**src/hw/cpuTypesPkg.sv**
```systemverilog
//##########################################################################
// CPU side word and address types with the cache geometry, referenced by
// the cache, the memory and the testbench through scoped names
//##########################################################################
`default_nettype none

package cpuTypesPkg;

	// one datapath word
	typedef logic [31:0] wordT;

	// address fields of a byte address
	typedef logic [25:0] tagT;   // bits 31 to 6
	typedef logic [2:0]  indexT; // bits 5 to 3

	// bit 2 picks the word inside a block
	// bits 1 and 0 are the byte offset, never looked at

	// cache geometry
	localparam int SETS        = 8;
	localparam int WAYS        = 2;
	localparam int BLOCK_WORDS = 2;

endpackage

`default_nettype wire

```
**src/hw/dataCache.sv**
```systemverilog
//##########################################################################
// two way set associative write-back data cache with LRU, write-allocate
// and a flush on halt that writes every dirty block back to memory
//##########################################################################
`timescale 1ns/1ps
`default_nettype none

module dataCache (
	input  logic              CLK,
	input  logic              nRST,
	// datapath side
	input  logic              dmemREN,
	input  logic              dmemWEN,
	input  logic [31:0]       dmemAddr,
	input  cpuTypesPkg::wordT dmemStore,
	input  logic              halt,
	output cpuTypesPkg::wordT dmemLoad,
	output logic              dHit,
	output logic              flushed,
	// memory side
	output logic              dREN,
	output logic              dWEN,
	output logic [31:0]       dAddr,
	output cpuTypesPkg::wordT dStore,
	input  cpuTypesPkg::wordT dLoad,
	input  logic              dWait
);

	typedef enum logic [3:0] {
		IDLE, SELECT, WRITEBACK1, WRITEBACK2, FETCH1, FETCH2, HIT, FLUSH, FLUSHED
	} cacheStateT;

	cacheStateT state, nextState;

	// block storage
	cpuTypesPkg::tagT  tags [cpuTypesPkg::SETS][cpuTypesPkg::WAYS];
	cpuTypesPkg::wordT blockData [cpuTypesPkg::SETS][cpuTypesPkg::WAYS]
		[cpuTypesPkg::BLOCK_WORDS];
	logic [cpuTypesPkg::SETS-1:0][cpuTypesPkg::WAYS-1:0] valid, dirty;
	logic [cpuTypesPkg::SETS-1:0] lru; // way to evict next
	logic curWay;                      // latched in SELECT

	// request address fields
	cpuTypesPkg::tagT   reqTag;
	cpuTypesPkg::indexT index;
	logic               offset;

	logic hit0, hit1, hit;
	logic selWay;
	logic victimDirty;

	// flush walker
	cpuTypesPkg::indexT flushSet;
	logic flushWay, flushWord;
	logic flushDirty, flushLast, flushStep;

	assign reqTag = cpuTypesPkg::tagT'(dmemAddr[31:6]);
	assign index  = cpuTypesPkg::indexT'(dmemAddr[5:3]);
	assign offset = dmemAddr[2];

	assign hit0 = valid[index][0] && (tags[index][0] == reqTag);
	assign hit1 = valid[index][1] && (tags[index][1] == reqTag);
	assign hit  = hit0 || hit1;
	assign selWay = hit ? hit1 : lru[index]; // victim is the LRU way on a miss
	assign victimDirty = valid[index][lru[index]] && dirty[index][lru[index]];

	assign flushDirty = valid[flushSet][flushWay] && dirty[flushSet][flushWay];
	assign flushLast  = (flushSet == cpuTypesPkg::indexT'(cpuTypesPkg::SETS - 1)) && flushWay;
	assign flushStep  = !flushDirty || (flushWord && !dWait); // block done this cycle

	assign dmemLoad = blockData[index][curWay][offset];
	assign dHit     = (state == HIT);
	assign flushed  = (state == FLUSHED);

	always_comb begin
		nextState = state;
		case (state)
			IDLE: begin
				if (dmemREN || dmemWEN)
					nextState = SELECT;
				else if (halt)
					nextState = FLUSH;
			end
			SELECT: begin
				if (hit)
					nextState = HIT;
				else if (victimDirty)
					nextState = WRITEBACK1;
				else
					nextState = FETCH1;
			end
			WRITEBACK1: if (!dWait) nextState = WRITEBACK2;
			WRITEBACK2: if (!dWait) nextState = FETCH1;
			FETCH1:     if (!dWait) nextState = FETCH2;
			FETCH2:     if (!dWait) nextState = HIT;
			HIT:        nextState = IDLE;
			FLUSH:      if (flushStep && flushLast) nextState = FLUSHED;
			FLUSHED:    nextState = FLUSHED; // held until reset
			default:    nextState = IDLE;
		endcase
	end

	// memory bus drive
	always_comb begin
		dREN   = (state == FETCH1) || (state == FETCH2);
		dWEN   = (state == WRITEBACK1) || (state == WRITEBACK2)
			|| ((state == FLUSH) && flushDirty);
		dAddr  = {reqTag, index, offset, 2'b00};
		dStore = '0;
		case (state)
			WRITEBACK1: begin
				dAddr  = {tags[index][curWay], index, 1'b0, 2'b00}; // victim's own tag
				dStore = blockData[index][curWay][0];
			end
			WRITEBACK2: begin
				dAddr  = {tags[index][curWay], index, 1'b1, 2'b00};
				dStore = blockData[index][curWay][1];
			end
			FETCH1: dAddr = {reqTag, index, 1'b0, 2'b00};
			FETCH2: dAddr = {reqTag, index, 1'b1, 2'b00};
			FLUSH: begin
				dAddr  = {tags[flushSet][flushWay], flushSet, flushWord, 2'b00};
				dStore = blockData[flushSet][flushWay][flushWord];
			end
			default: ;
		endcase
	end

	// control state
	always_ff @(posedge CLK, negedge nRST) begin
		if (!nRST) begin
			state     <= IDLE;
			curWay    <= 1'b0;
			valid     <= '0;
			dirty     <= '0;
			lru       <= '0;
			flushSet  <= '0;
			flushWay  <= 1'b0;
			flushWord <= 1'b0;
		end else begin
			state <= nextState;
			case (state)
				SELECT: curWay <= selWay;
				FETCH2: begin
					if (!dWait) begin
						valid[index][curWay] <= 1'b1; // fresh block is clean
						dirty[index][curWay] <= 1'b0;
					end
				end
				HIT: begin
					lru[index] <= !curWay;
					if (dmemWEN)
						dirty[index][curWay] <= 1'b1;
				end
				FLUSH: begin
					if (flushStep) begin
						valid[flushSet][flushWay] <= 1'b0;
						dirty[flushSet][flushWay] <= 1'b0;
						flushWord <= 1'b0;
						flushWay  <= !flushWay;
						if (flushWay)
							flushSet <= flushSet + 1'b1;
					end else if (!dWait) begin
						flushWord <= 1'b1; // first word written
					end
				end
				default: ;
			endcase
		end
	end

	// block payload
	always_ff @(posedge CLK) begin
		if (state == FETCH1 && !dWait)
			blockData[index][curWay][0] <= dLoad;
		if (state == FETCH2 && !dWait) begin
			blockData[index][curWay][1] <= dLoad;
			tags[index][curWay] <= reqTag;
		end
		if (state == HIT && dmemWEN)
			blockData[index][curWay][offset] <= dmemStore;
	end

	// the requester must still hold its request when the hit comes back
	hitHasRequest: assert property (@(posedge CLK) disable iff (!nRST)
		dHit |-> (dmemREN || dmemWEN))
		else $error("dataCache: dHit without a pending request");

	// address and direction stay put from SELECT until dHit
	requestHeld: assert property (@(posedge CLK) disable iff (!nRST)
		(state inside {SELECT, WRITEBACK1, WRITEBACK2, FETCH1, FETCH2})
		|=> ($stable(dmemAddr) && $stable(dmemREN) && $stable(dmemWEN)))
		else $error("dataCache: request changed before dHit");

endmodule

`default_nettype wire

```
**config.mk**
```make
export PLATFORM = sky130hd
export DESIGN_NAME = dataCache
export DESIGN_NICKNAME = d
export VERILOG_FILES = /design/src/hw/cpuTypesPkg.sv /design/src/hw/dataCache.sv
export SDC_FILE = /design/constraint.sdc
export NUM_CORES = 2
export LEC_CHECK = 0
export BUFFER_PORTS_ARGS = -buffer_cell sky130_fd_sc_hd__buf_4
export CAP_MARGIN = 20
export CORE_MARGIN = 3
export CORE_UTILIZATION = 50
export DETAILED_ROUTE_END_ITERATION = 10
export PLACE_DENSITY_LB_ADDON = 0.08
export RECOVER_POWER = 100
export SKIP_CTS_REPAIR_TIMING = 1
export SLEW_MARGIN = 15
export SYNTH_ARGS = -nofsm -noshare
export SYNTH_HDL_FRONTEND = slang
export SYNTH_SLANG_ARGS = --single-unit
```
**constraint.sdc**
```tcl
create_clock -name CLK -period 5.3 [get_ports CLK]
set_clock_uncertainty 0.15 [all_clocks]
set_input_delay 0.53 -clock CLK [delete_from_list [all_inputs] [get_ports CLK]]
set_output_delay 0.53 -clock CLK [all_outputs]
set_load 0.02 [all_outputs]
```
* Yosys cells after proc, flatten, opt, wreduce, memory -nomap -nowiden *
Memories as Yosys holds them, arrays and structs flattened.
Cells that the tools add are included.

storage, ports and cells
  bits in registers = 50
  latch bits = 0
  RAM bits = 1440
  bits in read-only memories = 0
  output and inout port bits = 100
  word-level logic and storage cells = 705
  memories kept = 2

operators by class
  $add $sub $neg = 1
  multipliers = 0
  div/mod/pow operators = 0
  order comparisons = 15
  eq/ne operators = 20
  shifts and indexed selects = 0
  multiplexer cells = 342
  bitwise operators = 267
  reduce and logical (&&, ||, !) cells = 36

memory list
  name       words  bits a word  rd ports  clocked after memory_dff  write ports  line             source
  blockData  8      128          2         0                         1            dataCache.sv:37  cpuTypesPkg::wordT blockData [cpuTypesPkg::SETS][cpuTypesPkg::WAYS]
  tags       8      52           2         0                         1            dataCache.sv:36  cpuTypesPkg::tagT tags [cpuTypesPkg::SETS][cpuTypesPkg::WAYS];

operators by type and width
  kind                count
  $mux 64             8
  $mux 128            3
  $mux 1              274
  $mux 32             8
  $or 1x1->1          256
  $demux 64 s1        3
  $mux 26             7
  $pmux 32 s5         1
  $pmux 32 s3         1
  $mux 16             5
  $eq 26x26->1        2
  $mux 52             1
  $and 16x16->16      3
  $pmux 16 s3         1
  $demux 32 s1        1
  $not 16->16         2
  $or 16x16->16       2
  $pmux 16 s2         1
  $pmux 4 s8          1
  $mux 4              7
  $demux 26 s1        1
  $bmux 2 s3          4
  $logic_and 1x1->1   17
  $eq 4x3->1 const B  4
  31 further kinds    68

* Logic depth before layout (Yosys ltp) *
  word-level depth = 10
  depth in mapped cells = 15
  depth with buffers taken out = 8

* Worst setup path after synthesis *
OpenSTA, ideal clock, no wires.

  kind = flip-flop to flip-flop
  from = register state[3]
  to = memory blockData[4][64] in the netlist's numbering, enable pin
  setup time = 0.461 ns
  data arrival time = 4.302 ns
  data required time = 4.689 ns
  slack = 0.387 ns
  stages on the path, launching flop included = 7
  clock period less this slack = 4.913 ns
  cells stage by stage = dfrtp_1 -> clkbuf_1 -> nor3b_1 -> nand3_1 -> a21boi_1 -> clkbuf_1 -> nor3_1

between the ends
  cells in the longest elaborated chain, start to end = 6
  elaborated cells on any way between the ends = 14
  those cells by class = eq/ne: 3; mux: 6; bitwise: 2; reduce/logical: 3

RTL lines
  what                                         line                                source
  start, declared                              dataCache.sv:33                     cacheStateT state, nextState;
  start signal, assigned                       dataCache.sv:141                    state <= nextState;
  $eq 4x3->1, on equally long branches         dataCache.sv:174, dataCache.sv:176
  $logic_and 1x1->1, on equally long branches  dataCache.sv:174, dataCache.sv:176
  $mux 1, on equally long branches             dataCache.sv:174, dataCache.sv:176
  $mux 128, on equally long branches           dataCache.sv:175, dataCache.sv:177
  $or 1x1->1 (no line)                         n/a
  $or 1x1->1 (no line) *                       n/a
  end, declared                                dataCache.sv:37

Mark *: on every way between the ends. The rest lies on a longest branch, timed or not.

* Final worst setup path *
  from = input dmemAddr[4]
  to = memory blockData[4][112] in the netlist's numbering, enable pin

RTL lines
  what             line             source
  start, declared  dataCache.sv:14  input logic [31:0] dmemAddr,

No word-level cell before the write port.

==> metrics.yaml <==
gp_congestion: 0.9090
rows: 138
worstMarginPinSlew_ns: 3.190
place_hpwl_um: 171700
cts_buffers: 160
worstSetupStartpointType: "input port"
critical_path_class: "input port to flop"
yosysTopAreaCell: "edfxtp_1"
grt_max_degree: 101
r2r_cells: 7
setup_ws_ns: -0.2551
initial_utilization: 0.5063
layout_min_cycle_time_ns: 5.555
grt_pass1_wl_um: 414300
rsz0062_at_grt: "no"
violations: "design-rule violations, max-capacitance violations, max-slew violations, negative setup slack"
p_leak_nw: 26.52
timing.fmax_ghz: 0.1800
via_per_inst: 7.481
p_int_mw: 24.02
synthCells: 5323
clkTransAtPathRegs_ns: 0.06
grt_pass1_vias: 53370
p_seq_frac: 0.365
cp_max_fo: 53
dpl_cell_area_mm2: 0.07670
power_frac_comb: 0.349
dr.pass1.iters: 11
synthesis.area_mm2: 0.07204
ys_ff_latch: 1490
postLayoutCoreUtil: 0.5711
dieArea_mm2: 0.1487
synth_top_area_share: 0.6002
final_layout_size_suffix_gt1_frac: 0.1708
cts_sinks: 1490
hold_viol_final: 0
route.detailed.wl_per_inst_um: 40.32
area_delta_synth_final_pct: 12.80
switching_share: 0.3799
nFillCells: 11520
design_area_mm2: 0.08126
grt_use_total: 0.4003
multiInputGateArea_mm2: 0.02556
p_clk_frac: 0.286
portBuffers: 197
die_w_um: 385.6
arrival_ns: 5.77
status: "complete, but fails checks"
ioPinCount: 202
antenna_found_initial: 17
cts_buffer_depth: 3
drtAntennaViolNets: 0
clockRootBuffer: "clkbuf_16"
layout_commonest_cell: "edfxtp_1"
nets: 5602
synth-main-ff-cell: "edfxtp_1"
cp-end-kind: "flop"
h-tree-depth: 4
setup_viol: 71
hp-class: "input port to flop"
min_path_cells: 2
syn_avg_cell_area_um2: 13.53
synthDistinctLibCells: 91
die_h_um: 385.6
drc: 2
synth.area.top_cells: "edfxtp_1 (60%), a22oi_1 (5.3%), mux2_2 (5.0%), mux2i_1 (4.1%), mux4_2 (3.5%)"
maxCapViolations: 39
critPathRequiredTime_ns: 5.52
clk_latency_ns: 0.80
wirelength_um: 303500
post-place-ws_ns: 0.9577
most-common-layout-cells: "edfxtp_1 (1440), a22oi_1 (505), nand2_1 (337)"
slew-limit-headroom: -1.127
final_max_slew_viol_count: 1001
ir_drop_mv: 0.3277
cts_tree: "built"
ys_seq_area_frac: 0.6176
vias: 56310
ys_warn_count: 0
core-area_mm2: 0.1423
p_switching_mw: 14.71
power_density_mw_per_mm2: 476.6
synthArstFlopShare: 0.03356
finalCritPeriodShare: 1.048
drtIter0Drc: 10000
synth_edf_count: 1440
seq_area_mm2: 0.04452
overflow: 0
==> cells in the mapped netlist (all sizes together) (41+ instances only) <==
cell,instances
a31oi,60
a22oi,505
o21ai,228
nand3,72
mux2,324
a22o,80
mux2i,298
mux4,112
nand2,337
a21oi,329
a211oi,50
clkbuf,240
edfxtp,1440
dfrtp,50
nor3,63
o22ai,95
buf,230
nor2,239
nand4,79
a221o,41
a221oi,113
==> flip-flops by register name (all words and copies together) (netlist names) <==
signal     flops
lru            8
flushWord      1
flushSet       3
curWay         1
valid         16
dirty         16
tags         416
flushWay       1
blockData   1024
state          4
==> critical path, stage by stage <==
cell and delay, ns:
buf_8 0.17, clkbuf_2 0.51, nor2b_1 1.49, clkbuf_1 0.67, nand2_1 0.34, nor3_1 0.23
clkbuf_2 1.59
==> path summary, 6_finish.rpt <==
path / start / to / slack, ns
hold / removal: dmemStore[27] / blockData[5][123] / 0.08
setup / recovery: dmemAddr[4] / blockData[4][112] / -0.26
max in group asynchronous: nRST / flushSet[0] / 1.46
min in group asynchronous: nRST / lru[2] / 1.29
hold reg to reg: lru[7] / lru[7] / 0.36
setup reg to reg: state[2] / blockData[6][78] / 0.14
==> per-stage QoR <==
step	setup TNS (ns)	power, mW	hold WS, ns	std cells
2_1_floorplan	0	21.53	0.08441	5324
3_3_place_gp	0	27.29	0.3358	7198
3_5_place_dp	0	27.37	0.3434	7198
4_1_cts	0	38.27	-0.3583	7490
5_1_grt	0	39.53	0.09275	7520
6_report	-12.93	38.73	0.08287	7527
==> logic make-up (layout without fill, tap and decap cells) <==
logic type | Yosys count | count (layout) | synth area share
AOI/OAI and AO/OA | 1671 | 1671 | 0.1593
DFF | 1490 | 1490 | 0.6176
and+or+nand+nor | 897 | 897 | 0.05752
muxes | 734 | 734 | 0.1275
buffers and inverters | 481 | 785 | 0.03194
xor gates and xnor gates | 47 | 47 | 0.005818
adders and majority gates | 2 | 2 | 0.0003473
other | 1 | 11 | 0.00005205
==> per-layer routing <==
metal  share of wire  track usage  vias up
met2            0.42       0.5751     5030
met1            0.36       0.5462    28170
li1                -            -    21960
met4           0.056       0.1745       30
met3            0.16       0.1456     1122
met5          0.0021     0.004630        -
==> power groups by stage <==
stage | combinational [mW] | clock, mW | sequential [mW]
after floorplan | 7.71 | 0 | 13.8
after global placement | 13.0 | 0 | 14.3
after detailed placement | 13.1 | 0 | 14.3
after CTS | 13.1 | 11.1 | 14.1
after global routing | 13.8 | 11.6 | 14.1
final | 13.5 | 11.1 | 14.1
==> cell type report <==
type                    instances  area share
flip-flops and latches       1490      0.5479
clock buffers                 212     0.05389
multi-input cells            3353      0.3145
repair buffers                482     0.04484
clock inverters                80    0.008946
diodes                          9   0.0002772
well taps                    1890     0.02910
inverters                      11   0.0005851
Note: power is estimated with default switching activity, not from simulation.
